### src/verilog/pio_pkg.sv
package pio_pkg;

  // one bank of pins
  parameter int PIO_PINS = 32;

  // APB bus widths
  typedef logic [7:0]  apb_addr_t;  // byte address
  typedef logic [31:0] apb_data_t;  // data word

  // one bit per pin
  typedef logic [PIO_PINS-1:0] pin_vec_t;

  // two select bits per pin, pin n in bits 2n+1:2n
  typedef logic [2*PIO_PINS-1:0] msel_vec_t;

  // pin function select
  typedef enum logic [1:0] {
    FUNC_GPIO = 2'd0,  // plain gpio, dir is the output enable
    FUNC_ALT1 = 2'd1,  // alternate 1, always driven
    FUNC_ALT2 = 2'd2,  // alternate 2, own enable
    FUNC_ALT3 = 2'd3   // alternate 3, own enable
  } pin_func_e;

  // writable registers
  parameter apb_addr_t ADDR_OUT     = 8'h00;
  parameter apb_addr_t ADDR_DIR     = 8'h04;
  parameter apb_addr_t ADDR_MSEL_LO = 8'h08;  // pins 0 to 15
  parameter apb_addr_t ADDR_MSEL_HI = 8'h0C;  // pins 16 to 31

  // read only, synchronized pad inputs
  parameter apb_addr_t ADDR_IN      = 8'h10;

endpackage

### src/verilog/reset_stretch.sv
`timescale 1ns/1ps

module reset_stretch #(
  parameter int RST_CNT_BITS = 6
) (
  input  logic wMEM_CLK,
  input  logic reset_i,
  output logic sys_rst_o
);

  logic [RST_CNT_BITS-1:0] cnt_q;

  // counts up once reset_i drops, parks when the top bit sets
  always_ff @(posedge wMEM_CLK)
  begin
    if (reset_i)
    begin
      cnt_q <= '0;
    end
    else if (!cnt_q[RST_CNT_BITS-1])
    begin
      cnt_q <= cnt_q + 1'b1;
    end
  end

  assign sys_rst_o = ~cnt_q[RST_CNT_BITS-1];  // held until top bit

endmodule

### src/verilog/pio_apb_regs.sv
`timescale 1ns/1ps

module pio_apb_regs (
  input  logic                wMEM_CLK,
  input  logic                sys_rst_i,

  // APB slave
  input  logic                psel_i,
  input  logic                penable_i,
  input  logic                pwrite_i,
  input  pio_pkg::apb_addr_t  paddr_i,
  input  pio_pkg::apb_data_t  pwdata_i,
  output logic                pready_o,
  output pio_pkg::apb_data_t  prdata_o,
  output logic                pslverr_o,

  // pad side
  input  pio_pkg::pin_vec_t   pad_in_i,
  output pio_pkg::pin_vec_t   pio_out_o,
  output pio_pkg::pin_vec_t   pio_dir_o,
  output pio_pkg::msel_vec_t  pio_msel_o
);

  import pio_pkg::*;

  logic      ready;      // slave can complete an access
  logic      access;     // access phase
  logic      done;       // completing edge
  logic      wr_hit;     // writable offset
  logic      rd_hit;     // readable offset
  logic      wr_en;
  apb_data_t rd_data;

  pin_vec_t  out_q;
  pin_vec_t  dir_q;
  apb_data_t msel_lo_q;
  apb_data_t msel_hi_q;
  pin_vec_t  sync1_q;    // first synchronizer stage
  pin_vec_t  sync2_q;    // stable copy of pad_in_i

  assign ready  = ~sys_rst_i;  // waits out the stretched reset
  assign access = psel_i & penable_i;
  assign done   = access & ready;

  // address decode
  always_comb
  begin
    wr_hit = 1'b0;
    rd_hit = 1'b1;
    rd_data = '0;  // unmapped reads return zero
    case (paddr_i)
      ADDR_OUT:
      begin
        wr_hit  = 1'b1;
        rd_data = out_q;
      end
      ADDR_DIR:
      begin
        wr_hit  = 1'b1;
        rd_data = dir_q;
      end
      ADDR_MSEL_LO:
      begin
        wr_hit  = 1'b1;
        rd_data = msel_lo_q;
      end
      ADDR_MSEL_HI:
      begin
        wr_hit  = 1'b1;
        rd_data = msel_hi_q;
      end
      ADDR_IN:
      begin
        rd_data = sync2_q;  // read only
      end
      default:
      begin
        rd_hit = 1'b0;
      end
    endcase
  end

  assign wr_en = done & pwrite_i & wr_hit;

  // register file
  always_ff @(posedge wMEM_CLK)
  begin
    if (sys_rst_i)
    begin
      out_q     <= '0;
      dir_q     <= '0;  // all pins inputs
      msel_lo_q <= '0;  // all pins gpio
      msel_hi_q <= '0;
    end
    else if (wr_en)
    begin
      case (paddr_i)
        ADDR_OUT:     out_q     <= pwdata_i;
        ADDR_DIR:     dir_q     <= pwdata_i;
        ADDR_MSEL_LO: msel_lo_q <= pwdata_i;
        ADDR_MSEL_HI: msel_hi_q <= pwdata_i;
        default:      ;
      endcase
    end
  end

  // two flop synchronizer on the pad inputs
  always_ff @(posedge wMEM_CLK)
  begin
    if (sys_rst_i)
    begin
      sync1_q <= '0;
      sync2_q <= '0;
    end
    else
    begin
      sync1_q <= pad_in_i;
      sync2_q <= sync1_q;
    end
  end

  assign pready_o  = ready;
  assign prdata_o  = (access & ~pwrite_i) ? rd_data : '0;
  assign pslverr_o = done & (pwrite_i ? ~wr_hit : ~rd_hit);  // IN is not writable

  assign pio_out_o  = out_q;
  assign pio_dir_o  = dir_q;
  assign pio_msel_o = {msel_hi_q, msel_lo_q};

endmodule

### src/verilog/pin_mux.sv
`timescale 1ns/1ps

module pin_mux (
  input  pio_pkg::pin_vec_t  pio_out_i,
  input  pio_pkg::pin_vec_t  pio_dir_i,
  input  pio_pkg::msel_vec_t pio_msel_i,
  input  pio_pkg::pin_vec_t  alt1_out_i,
  input  pio_pkg::pin_vec_t  alt2_out_i,
  input  pio_pkg::pin_vec_t  alt2_oe_i,
  input  pio_pkg::pin_vec_t  alt3_out_i,
  input  pio_pkg::pin_vec_t  alt3_oe_i,
  output pio_pkg::pin_vec_t  pad_out_o,
  output pio_pkg::pin_vec_t  pad_oe_o
);

  import pio_pkg::*;

  for (genvar i = 0; i < PIO_PINS; i++)
  begin : g_pin
    pin_func_e func;
    logic      out_sel;
    logic      oe_sel;

    assign func = pin_func_e'(pio_msel_i[2*i +: 2]);  // this pin's field

    always_comb
    begin
      out_sel = 1'b0;
      oe_sel  = 1'b0;
      case (func)
        FUNC_GPIO:
        begin
          out_sel = pio_out_i[i];
          oe_sel  = pio_dir_i[i];
        end
        FUNC_ALT1:
        begin
          out_sel = alt1_out_i[i];
          oe_sel  = 1'b1;  // always driven
        end
        FUNC_ALT2:
        begin
          out_sel = alt2_out_i[i];
          oe_sel  = alt2_oe_i[i];
        end
        FUNC_ALT3:
        begin
          out_sel = alt3_out_i[i];
          oe_sel  = alt3_oe_i[i];
        end
        default:
        begin
          oe_sel = 1'b0;
        end
      endcase
    end

    assign pad_oe_o[i]  = oe_sel;
    assign pad_out_o[i] = oe_sel & out_sel;  // quiet when not driven
  end

endmodule

### src/verilog/pio_top.sv
`timescale 1ns/1ps

module pio_top #(
  parameter int RST_CNT_BITS = 6  // stretch is 2**(RST_CNT_BITS-1) cycles
) (
  input  logic               wMEM_CLK,
  input  logic               reset_i,

  // APB slave
  input  logic               psel_i,
  input  logic               penable_i,
  input  logic               pwrite_i,
  input  pio_pkg::apb_addr_t paddr_i,
  input  pio_pkg::apb_data_t pwdata_i,
  output logic               pready_o,
  output pio_pkg::apb_data_t prdata_o,
  output logic               pslverr_o,

  // pads
  input  pio_pkg::pin_vec_t  pad_in_i,
  output pio_pkg::pin_vec_t  pad_out_o,
  output pio_pkg::pin_vec_t  pad_oe_o,

  // alternate sources
  input  pio_pkg::pin_vec_t  alt1_out_i,
  input  pio_pkg::pin_vec_t  alt2_out_i,
  input  pio_pkg::pin_vec_t  alt2_oe_i,
  input  pio_pkg::pin_vec_t  alt3_out_i,
  input  pio_pkg::pin_vec_t  alt3_oe_i
);

  import pio_pkg::*;

  logic      sys_rst;   // stretched reset
  pin_vec_t  pio_out;
  pin_vec_t  pio_dir;
  msel_vec_t pio_msel;

  reset_stretch #(
    .RST_CNT_BITS (RST_CNT_BITS)
  ) i_reset_stretch (
    .wMEM_CLK  (wMEM_CLK),
    .reset_i   (reset_i),
    .sys_rst_o (sys_rst)
  );

  pio_apb_regs i_pio_apb_regs (
    .wMEM_CLK   (wMEM_CLK),
    .sys_rst_i  (sys_rst),
    .psel_i     (psel_i),
    .penable_i  (penable_i),
    .pwrite_i   (pwrite_i),
    .paddr_i    (paddr_i),
    .pwdata_i   (pwdata_i),
    .pad_in_i   (pad_in_i),
    .pready_o   (pready_o),
    .prdata_o   (prdata_o),
    .pslverr_o  (pslverr_o),
    .pio_out_o  (pio_out),
    .pio_dir_o  (pio_dir),
    .pio_msel_o (pio_msel)
  );

  pin_mux i_pin_mux (
    .pio_out_i  (pio_out),
    .pio_dir_i  (pio_dir),
    .pio_msel_i (pio_msel),
    .alt1_out_i (alt1_out_i),
    .alt2_out_i (alt2_out_i),
    .alt2_oe_i  (alt2_oe_i),
    .alt3_out_i (alt3_out_i),
    .alt3_oe_i  (alt3_oe_i),
    .pad_out_o  (pad_out_o),
    .pad_oe_o   (pad_oe_o)
  );

endmodule

### config.mk
export PLATFORM = sky130hd
export DESIGN_NAME = pio_top
export DESIGN_NICKNAME = d
export VERILOG_FILES = /design/src/verilog/pio_pkg.sv /design/src/verilog/reset_stretch.sv /design/src/verilog/pio_apb_regs.sv /design/src/verilog/pin_mux.sv /design/src/verilog/pio_top.sv
export SDC_FILE = /design/constraint.sdc
export NUM_CORES = 1
export LEC_CHECK = 0
export BUFFER_PORTS_ARGS = -buffer_cell sky130_fd_sc_hd__clkbuf_2
export CAP_MARGIN = 20
export CORE_MARGIN = 1.5
export CORE_UTILIZATION = 46
export DETAILED_ROUTE_END_ITERATION = 12
export GPL_TIMING_DRIVEN = 0
export PLACE_DENSITY = 0.78
export SKIP_LAST_GASP = 1
export SLEW_MARGIN = 20
export SYNTH_ARGS = -nofsm -noshare
export SYNTH_HDL_FRONTEND = slang
export SYNTH_SLANG_ARGS = --single-unit
### constraint.sdc
create_clock -name wMEM_CLK -period 1.75 [get_ports wMEM_CLK]
set_clock_uncertainty 0.15 [all_clocks]
set_input_delay 0.2625 -clock wMEM_CLK [delete_from_list [all_inputs] [get_ports wMEM_CLK]]
set_output_delay 0.2625 -clock wMEM_CLK [all_outputs]
set_load 0.01 [all_outputs]
==> results of run 1 <==
[synth_stat cells (2+ instances only)]
library cell,number
a21oi_1,35
a31oi_1,2
a32oi_1,32
and2_1,96
and3_1,2
buf_1,4
buf_2,13
buf_4,32
buf_6,3
clkbuf_1,41
dfxtp_1,198
inv_1,2
mux2_2,94
mux2i_1,131
mux4_2,32
nand2_1,222
nand3_1,2
nand4_1,3
nand4b_1,2
nor2_1,6
nor2b_1,4
nor3_1,2
nor4bb_1,2
o21ai_0,2
o22a_1,30
xor2_1,2
[final timing paths]
path | endpoint | startpoint | cells past startpoint
setup / recovery | prdata_o[4] | paddr_i[0] | 6
hold / removal | i_pio_apb_regs.msel_lo_q[11] | pwdata_i[11] | 3
setup reg to reg | i_pio_apb_regs.msel_lo_q[21] | i_reset_stretch.cnt_q[5] | 5
hold reg to reg | i_pio_apb_regs.sync2_q[6] | i_pio_apb_regs.sync1_q[6] | 1
[layer usage]
| layer | up-vias | GRT usage (%) | share of wire, % |
|---|---|---|---|
| met3 | 84 | 6.364 | 7.7 |
| met1 | 4673 | 37.55 | 40 |
| met4 | 2 | 12.94 | 3.6 |
| met5 | - | 0 | 0.039 |
| li1 | 4388 | - | - |
| met2 | 470 | 51.10 | 49 |
[timing repair]
| item | 4_1_cts | 5_1_grt |
|---|---|---|
| gates cloned | 1 | 0 |
| setup buffers | 29 | 6 |
| resized for setup | 144 | 166 |
| pin swaps | 30 | 23 |
| hold buffers | 41 | 0 |
| endpoints found under the setup margin | 276 | 213 |
| endpoints found under the hold margin | 59 | 0 |
[kinds of logic (layout without fill, tap and decap cells)]
logic type / count (synthesis) / after routing
muxes: 257 / 257
xor gates and xnor gates: 3 / 3
AOI/OAI and AO/OA: 102 / 102
other: 0 / 1
adders and majority gates: 1 / 1
DFF: 198 / 198
buffers and inverters: 96 / 536
and+or+nand+nor: 348 / 348
[flip-flops by register name, summed over array words and instances (netlist names)]
| signal | count |
|---|---|
| i_pio_apb_regs.msel_hi_q | 32 |
| i_pio_apb_regs.msel_lo_q | 32 |
| i_pio_apb_regs.pio_dir_o | 32 |
| i_pio_apb_regs.pio_out_o | 32 |
| i_pio_apb_regs.sync1_q | 32 |
| i_pio_apb_regs.sync2_q | 32 |
| i_reset_stretch.cnt_q | 6 |
[placed cells by master (no fill, tap or decap), types with 5 or more instances in the layout]
cell | synthesis | routed
mux2i_1 | 131 | 129
o22a_1 | 30 | 30
dfxtp_1 | 198 | 163
clkbuf_2 | 0 | 302
a21oi_2 | 0 | 23
and2_4 | 0 | 20
clkinv_2 | 0 | 5
mux2_4 | 0 | 30
nor2_1 | 6 | 5
dlygate4sd3_1 | 0 | 41
buf_2 | 13 | 13
clkbuf_4 | 0 | 8
clkbuf_1 | 41 | 7
nand2_1 | 222 | 222
dfxtp_4 | 0 | 35
buf_6 | 3 | 56
a21oi_4 | 0 | 11
a32oi_1 | 32 | 32
mux2_2 | 94 | 64
mux4_2 | 32 | 32
clkbuf_16 | 0 | 18
and2_1 | 96 | 76
buf_4 | 32 | 69
[worst max-delay path, delay by kind of cell]
family	cells	cell delay, ps
AO/OA/AOI/OAI	2	620
AND/OR/NAND/NOR	1	520
buffers and inverters	3	500
[power by group]
| part | total, W | internal (W) | switching [W] |
|---|---|---|---|
| Combinational | 0.000567 | 0.000326 | 0.000241 |
| Sequential | 0.00446 | 0.00445 | 0.00000667 |
| Clock | 0.00392 | 0.00212 | 0.00181 |
[area by class of cell]
cell class | instances | area share (%)
Clock buffer | 17 | 2.978
Multi-Input combinational cell | 711 | 41.64
Tap cell | 275 | 2.409
Clock inverter | 15 | 1.077
Sequential cell | 198 | 28.67
Inverter | 3 | 0.07883
Buffer | 92 | 4.432
Timing Repair Buffer | 409 | 18.70
Antenna cell | 1 | 0.01752
[stage by stage]
step	TNS, ps	util, %	hold slack (ps)
2_1_floorplan	-9159	-	181.6
3_3_place_gp	-86780	57.95	264.2
3_5_place_dp	-85510	57.95	267.7
4_1_cts	-33640	65.29	3.283
5_1_grt	-36760	67.53	14.03
6_report	-33350	67.53	9.561
==> summary.md, run 1 <==
| Metric | Value |
|---|---|
| Setup ws final | `-584.8 ps` |
| Post-route cell area | `14,290 um2` |
| Synth warn | `0` |
| Die area | `22,650 um2` |
| Pwr Density | `626.7 nW/um2` |
| I/O Pins | `335` |
| Pre-CTS setup slack | `-1070 ps` |
| Core Rows | `53` |
| Reg area | `4095 um2` |
| Critical path class | `in2out` |
| TritonCTS clock tree | `built` |
| Final non-filler cell total | `1,721` |
| Tot Pwr | `0.008952 W` |
| DR vias/cell | `5.588` |
| Initial drt markers | `625` |
| Min Tclk post-route | `2335 ps` |
| Worst slew pin tran | `456.3 ps` |
| Clock Latency Late Sink | `430 ps` |
| Core area | `21,150 um2` |
| H-tree levels | `4` |
| Die width | `150.5 um` |
| Share of layout cells above drive strength 1 | `49.34%` |
| Post-synth EDFFs | `0` |
| Synth area leader | `dfxtp_1` |
| Max-cap viol count | `0` |
| Failing checks | `negative setup slack` |
| RSZ-0062 raised after global routing | `yes` |
| Post-route DRC | `0` |
| Worst VDD drop | `0.0006476 V` |
| CTS Buf Count | `17` |
| Sequential area share after synthesis | `39.60%` |
| R2R setup slack | `90 ps` |
| Post-synth cell types | `37` |
| Initial antenna violation count | `2` |
| Root Buffer | `clkbuf_16` |
| Number of global-route vias before repair | `9,403` |
| First-pass GRT wire length | `51,350 um` |
| CP endpoint kind | `primary output` |
| Clk pin slew, worst setup/hold paths | `70 ps` |
| Routed len/inst | `20.75 um` |
| Global route overflow | `0` |
| Synth Area in XOR/XNOR | `0.2625%` |
| Ranking of synthesized cells by area | `dfxtp_1 (40%), mux2i_1 (13%), mux2_2 (11%)` |
| Syn Nets | `1,243` |
| Multi-input logic area | `5948 um2` |
| Final Cycle Share | `133.4%` |
| CP required | `1340 ps` |
| Routed Antenna Nets | `0` |
| Total Routed Length | `35,710 um` |
| Via count | `9,617` |
| Slew headroom | `69.58%` |
| FILL cells | `1,605` |
| Mux share of post-synthesis cell area | `30.88%` |
| Post-synth top area share | `39.60%` |
| NumNets Final | `1,670` |
| CP cell instances | `buf_6, or4_4, a2111o_2, clkbuf_16, a21oi_4, clkbuf_2` |
| Main synth FF type | `dfxtp_1` |
| Post-Synth Simple-Gate Area | `16.43%` |
| CTS Buffer Depth | `2` |
| Die Y | `150.5 um` |
| Arr. time, crit path | `1920 ps` |
| Layout area overhead | `42.73%` |
| Gr usage total | `30.37%` |
| Hold Violations, Final | `0` |
| Post-detail-place hpwl | `26,020 um` |
| Placed Cells | `1,613` |
| # port buffers | `333` |
| Placement Cell Area | `12,260 um2` |
| CP max stage delay | `520 ps` |
| Combinational family with the most area after synthesis | `multiplexers` |
| Min-delay worst type | `in2reg` |
| Synth async-reset ratio | `0%` |
| Final setup vio count | `96` |
| Slew Limit Fails | `0` |
| Post-Synthesis Cells | `1,005` |
| Leak | `6.550 nW` |
| Pre-Repair DR Iteration Count | `5` |
| Syn avg cell area | `9.959 um2` |
| Crit-path slowest cell | `or4_4` |
| CTS Sinks | `198` |
| Adder-Cell Fraction of Synth Area | `0.1250%` |
| CP max FO | `10` |
| GP Congestion | `0.8800` |
| Outcome | `finished with violations` |
| Highest clock rate | `0.4283 GHz` |
| Mapped Area | `10,010 um2` |
| Register bit count reported by yosys | `198` |
| Initial Util | `47.31%` |
| Largest net degree at the start of global routing | `18` |
| Compound-Gate Fraction of Synth Area | `7.513%` |
| Worst Setup Start Kind | `input pin` |
Note: power is estimated with default switching activity, not from simulation.
==> run 2: changes to the inputs <==
CORE_UTILIZATION = 47   (was 46)
CTS_BUF_LIST = sky130_fd_sc_hd__clkbuf_4 sky130_fd_sc_hd__clkbuf_8   (was unset)
CTS_CLUSTER_DIAMETER = 50   (was unset)
PLACE_DENSITY = 0.79   (was 0.78)
SETUP_SLACK_MARGIN = 0.02   (was unset)
==> summary.md, run 2 (synthesis gave the netlist of run 1 again) <==
| Metric | Value |
|---|---|
| Outcome | `finished with violations` |
| Failing checks | `negative setup slack` |
| Pre-Repair DR Iteration Count | `5 (unchanged)` |
| H-tree levels | `4 (unchanged)` |
| RSZ-0062 raised after global routing | `yes` |
| GRT busiest layer | `met2` |
| Number of global-route vias before repair | `9,610 (+2.2%)` |
| Slew Limit Fails | `0 (unchanged)` |
| GP Congestion | `0.8864 (+0.73%)` |
| Final setup vio count | `97 (+1.0%)` |
| CP endpoint kind | `primary output` |
| Min-delay worst type | `in2reg` |
| TritonCTS clock tree | `built` |
| Clock Power Share | `36.2% (-7.6 points)` |
| Routed Antenna Nets | `0 (unchanged)` |
| Final Cycle Share | `131.5% (-1.9 points)` |
| Share of power burned in registers | `56.1% (+6.3 points)` |
| M3 GR Usage | `6.024% (-0.34 points)` |
| Total Routed Length | `36,630 um (+2.6%)` |
| Share of layout cells above drive strength 1 | `48.58% (-0.77 points)` |
| CTS Buffer Depth | `2 (unchanged)` |
| Routed len/inst | `20.91 um (+0.77%)` |
| Gr usage total | `31.43% (+1.1 points)` |
| Tot Pwr | `0.007957 W (-11%)` |
| Core Rows | `53 (unchanged)` |
| # port buffers | `333 (unchanged)` |
| Worst hold slack | `57.06 ps (+47.50 ps)` |
| Post-route cell area | `14,490 um2 (+1.4%)` |
| Placed Cells | `1,613 (unchanged)` |
| Pwr Density | `549.3 nW/um2 (-12%)` |
| Initial drt markers | `733 (+17%)` |
| Root Buffer | `clkbuf_8` |
| Initial antenna violation count | `1 (-1)` |
| Most frequent cells in the layout | `clkbuf_2 (287), nand2_1 (222), dfxtp_1 (163)` |
| Die width | `148.9 um (-1.0%)` |
| Worst Setup Start Kind | `input pin` |
| Min Tclk post-route | `2302 ps (-33.11 ps)` |
| Highest clock rate | `0.4345 GHz (+1.4%)` |
| Die area | `22,180 um2 (-2.1%)` |
| Arr. time, crit path | `1890 ps (-30 ps)` |
| DR vias/cell | `5.620 (+0.58%)` |
| Leak | `6.627 nW (+1.2%)` |
| Die Y | `148.9 um (-1.0%)` |
| Met1 Track Usage GR | `39.64% (+2.1 points)` |
| Power share of the combinational group | `7.7% (+1.4 points)` |
| Post-route DRC | `0 (unchanged)` |
| Slew headroom | `64.78% (-4.8 points)` |
| P_int | `0.005976 W (-13%)` |
| I/O Pins | `335 (unchanged)` |
| Setup_tns | `-34,890 ps (-1537 ps)` |
| Initial Util | `47.76% (+0.45 points)` |
| Worst VDD drop | `0.0005038 V (-22%)` |
| Psw | `0.001982 W (-3.5%)` |
| CTS Sinks | `198 (unchanged)` |
| Clock Latency Late Sink | `460 ps (+30 ps)` |
| Max-cap viol count | `0 (unchanged)` |
| CTS Buf Count | `17 (unchanged)` |
| CP required | `1340 ps (about the same)` |
| Hold Violations, Final | `0 (unchanged)` |
| First-pass GRT wire length | `52,850 um (+2.9%)` |
| Net Sw Frac | `24.91% (+2.0 points)` |
| Worst slew pin tran | `528.2 ps (+71.93 ps)` |
| Post-detail-place hpwl | `25,860 um (-0.62%)` |
| Clk pin slew, worst setup/hold paths | `100 ps (+30 ps)` |
| Grt met2 use | `52.15% (+1.1 points)` |
| Layout area overhead | `44.76%` |
| Setup ws final | `-551.7 ps (+33.11 ps)` |
| CP max FO | `8 (-2)` |
| Core area | `20,960 um2 (-0.94%)` |
| Critical path class | `in2out` |
| Via count | `9,847 (+2.4%)` |
| Placement Cell Area | `12,260 um2 (unchanged)` |
| Global route overflow | `0 (unchanged)` |
| Final non-filler cell total | `1,752 (+1.8%)` |
| Most common cell after layout, fill and taps aside | `clkbuf_2` |
| NumNets Final | `1,701 (+1.9%)` |
| Largest net degree at the start of global routing | `19 (+1)` |
[run 2: changes by cell type in the layout (fill, tap and decap cells not counted), moves of 5 or more]
cell | previous run | this run
buf_4 | 69 | 79
a21oi_2 | 23 | 18
clkbuf_16 | 18 | 2
dlygate4sd3_1 | 41 | 64
clkbuf_2 | 302 | 287
clkbuf_8 | 2 | 21
[run 2: per-layer routing]
layer	part of all wire [%]	vias up
li1	-	4450
met1	39	4681
met2	48	606
met3	9.2	110
met4	4.2	0
met5	0	-
[run 2: final timing paths]
| check | depth (start not counted) | slack [ps] | startpoint | to |
|---|---|---|---|---|
| worst max register to register | 5 | 90 | i_reset_stretch.cnt_q[5] | i_pio_apb_regs.pio_out_o[4] |
| worst min register to register | 1 | 290 | i_pio_apb_regs.sync1_q[17] | i_pio_apb_regs.sync2_q[17] |
| worst min-delay path | 3 | 60 | pwdata_i[12] | i_pio_apb_regs.msel_lo_q[12] |
| worst max-delay path | 7 | -550 | paddr_i[0] | prdata_o[30] |
[run 2: repair_timing]
action,4_1_cts,5_1_grt
hold buffers,64,0
hold endpoints to repair,157,0
gates resized for setup,161,172
pin swaps,25,23
buffers inserted,34,6
gates cloned,2,1
endpoints found under the setup margin,272,178
[run 2: worst max-delay path: stages]
cell       delay (ps)
buf_6              90
or4_4             530
a2111o_2          390
buf_12            170
clkbuf_16         170
a21oi_2           120
clkbuf_2          150
[run 2: power by group through the flow]
stage / registers, W / logic [W] / clock network (W)
6_report: 0.00446 / 0.000617 / 0.00288
4_1_cts: 0.00446 / 0.000588 / 0.00290
3_5_place_dp: 0.00462 / 0.000456 / 0
3_3_place_gp: 0.00462 / 0.000447 / 0
5_1_grt: 0.00446 / 0.000647 / 0.00307
2_1_floorplan: 0.00462 / 0.000133 / 0
[run 2: layout make-up]
class	count	area [um2]
inverters	3	11.26
clock buffers	17	234.0
clock inverters	15	148.9
plain buffers	92	669.4
repair buffers	440	3039
flip-flops and latches	198	4095
diodes	1	2.502
well taps	275	344.1
fillers	1608	6467
multi-input cells	711	5943
[run 2: through the flow]
stage               worst slack, ps  util (%)
floorplan                    -205.4         -
global placement              -1028     58.50
detailed placement            -1072     58.50
CTS                          -577.1     66.62
global route                 -597.0     69.14
finish                       -551.7     69.14
==> run 3: changes to the inputs <==
PLACE_DENSITY = 0.76   (was 0.79)
==> summary.md, run 3 (synthesis gave the netlist of run 1 again) <==
| Metric | Value |
|---|---|
| Outcome | `finished with violations` |
| Failing checks | `negative setup slack` |
| NumNets Final | `1,697 (-0.24%)` |
| Core Rows | `53 (unchanged)` |
| CP max stage delay | `530 ps (about the same)` |
| Worst slew pin tran | `510.9 ps (-17.34 ps)` |
| Largest net degree at the start of global routing | `17 (-2)` |
| # port buffers | `333 (unchanged)` |
| Slew Limit Fails | `0 (unchanged)` |
| Uppermost layer routed | `met5` |
| Leak | `6.608 nW (-0.29%)` |
| Reg area | `4095 um2 (unchanged)` |
| Pre-CTS setup slack | `-1025 ps (+47.16 ps)` |
| Met1 WL | `14,390 um (+0.77%)` |
| Routed len/inst | `20.65 um (-1.3%)` |
| Via count | `9,825 (-0.22%)` |
| Metal3 WL | `2866 um (-15%)` |
| Root Buffer | `clkbuf_8` |
| Core area | `20,960 um2 (unchanged)` |
| Initial antenna violation count | `5 (+4)` |
| Initial Util | `47.76% (unchanged)` |
| Placed Cells | `1,613 (unchanged)` |
| CTS Buf Count | `17 (unchanged)` |
| Clock Latency Late Sink | `470 ps (about the same)` |
| Most frequent cells in the layout | `clkbuf_2 (301), nand2_1 (222), dfxtp_1 (163)` |
| Worst VDD drop | `0.0005958 V (+18%)` |
| Initial drt markers | `712 (-2.9%)` |
| Gr usage total | `31.14% (-0.29 points)` |
| DR vias/cell | `5.624 (about the same)` |
| Min Tclk post-route | `2368 ps (+65.95 ps)` |
| Share of layout cells above drive strength 1 | `48.37% (-0.21 points)` |
| Die width | `148.9 um (unchanged)` |
| Die Y | `148.9 um (unchanged)` |
| Final non-filler cell total | `1,747 (-0.29%)` |
| TritonCTS clock tree | `built` |
| CTS Buffer Depth | `2 (unchanged)` |
| I/O Pins | `335 (unchanged)` |
| Clk pin slew, worst setup/hold paths | `90 ps (about the same)` |
| Critical path class | `in2out` |
| GP Congestion | `0.9206 (+3.9%)` |
| CP cell instances | `buf_6, or4_4, a2111o_2, clkbuf_16, a21oi_4, clkbuf_2` |
| Post-route DRC | `0 (unchanged)` |
| Total Routed Length | `36,070 um (-1.5%)` |
| Final Cycle Share | `135.3% (+3.8 points)` |
| Post-detail-place hpwl | `25,840 um (-0.11%)` |
| Number of global-route vias before repair | `9,465 (-1.5%)` |
| CP max FO | `7 (-1)` |
| Final setup vio count | `96 (-1.0%)` |
| CP required | `1340 ps (about the same)` |
| Highest clock rate | `0.4224 GHz (-2.8%)` |
| Min-delay worst type | `in2reg` |
| Arr. time, crit path | `1960 ps (+70 ps)` |
| Die area | `22,180 um2 (unchanged)` |
| RSZ-0062 raised after global routing | `yes` |
| Most common cell after layout, fill and taps aside | `clkbuf_2` |
| Routed Antenna Nets | `0 (unchanged)` |
| Routed wire length on met2 | `17,430 um (about the same)` |
| CP endpoint kind | `primary output` |
| CTS Sinks | `198 (unchanged)` |
| H-tree levels | `4 (unchanged)` |
| Multi-input logic area | `5969 um2 (+0.44%)` |
| Max-cap viol count | `0 (unchanged)` |
| Worst Setup Start Kind | `input pin` |
| First-pass GRT wire length | `52,180 um (-1.3%)` |
| Slew headroom | `65.94% (+1.2 points)` |
| Global route overflow | `0 (unchanged)` |
| Hold Violations, Final | `0 (unchanged)` |
| Layout area overhead | `44.21%` |
| Pwr Density | `557.3 nW/um2 (+1.5%)` |
| Setup ws final | `-617.7 ps (-65.95 ps)` |
| Crit-path slowest cell | `or4_4` |
| Pre-Repair DR Iteration Count | `6 (+1)` |
| FILL cells | `1,602 (-0.37%)` |
## run 3: changes by cell type in the layout (fill, tap and decap cells not counted), moves of 4 or more
cell | before | now
clkbuf_8 | 21 | 26
buf_2 | 16 | 11
buf_4 | 79 | 75
clkbuf_2 | 287 | 301
clkinv_4 | 5 | 1
buf_6 | 60 | 56
buf_8 | 5 | 0
## run 3: worst paths after layout
path                               from                      endpoint  slack, ps  cells after the start
max                          paddr_i[0]                  prdata_o[12]       -620                      6
min reg2reg  i_pio_apb_regs.sync1_q[10]    i_pio_apb_regs.sync2_q[10]        280                      1
max reg2reg    i_reset_stretch.cnt_q[5]  i_pio_apb_regs.pio_dir_o[26]        120                      5
min                        pwdata_i[19]  i_pio_apb_regs.msel_lo_q[19]         20                      3
## run 3: layout make-up
class / instances / share of cell area [%]
diodes: 2 / 0.03468
clock inverters: 8 / 0.6849
clock buffers: 22 / 2.055
repair buffers: 436 / 20.44
inverters: 3 / 0.07802
plain buffers: 92 / 4.586
well taps: 275 / 2.384
multi-input cells: 711 / 41.36
flip-flops and latches: 198 / 28.37
## run 3: per-layer routing
| metal | track usage, % | up-vias |
|---|---|---|
| li1 | - | 4438 |
| met1 | 39.14 | 4746 |
| met2 | 51.67 | 546 |
| met3 | 6.911 | 93 |
| met4 | 12.72 | 2 |
| met5 | 0 | - |
## run 3: power by group
| part | internal [W] | total, W | switching [W] |
|---|---|---|---|
| logic | 0.000360 | 0.000612 | 0.000252 |
| clock network | 0.00142 | 0.00297 | 0.00156 |
| registers | 0.00445 | 0.00446 | 0.00000645 |
## run 3: through the flow
stage               hold WS [ps]  utilization (%)  setup TNS, ps  total power (W)  instance area [um2]
floorplan                  181.6                -          -9159         0.004750                10250
global placement           264.5            58.50         -78970         0.005066                12260
detailed placement         266.9            58.50         -81970         0.005069                12260
CTS                        1.922            66.74         -37580         0.008021                13980
global route               27.08            68.86         -40700         0.008273                14430
finish                     22.74            68.87         -36990         0.008043                14430
## run 3: worst max-delay path: cells and delay by family
kind,cells,cell delay [ps]
compound gates,2,660
simple gates,1,530
buf+inv,3,480
## run 3: what timing repair did
item,in CTS,in global routing
gates cloned,2,0
hold buffers,63,0
resized for setup,165,145
setup buffers,33,6
endpoints found under the hold margin,152,0
pin swaps,30,26
setup endpoints to repair,278,165
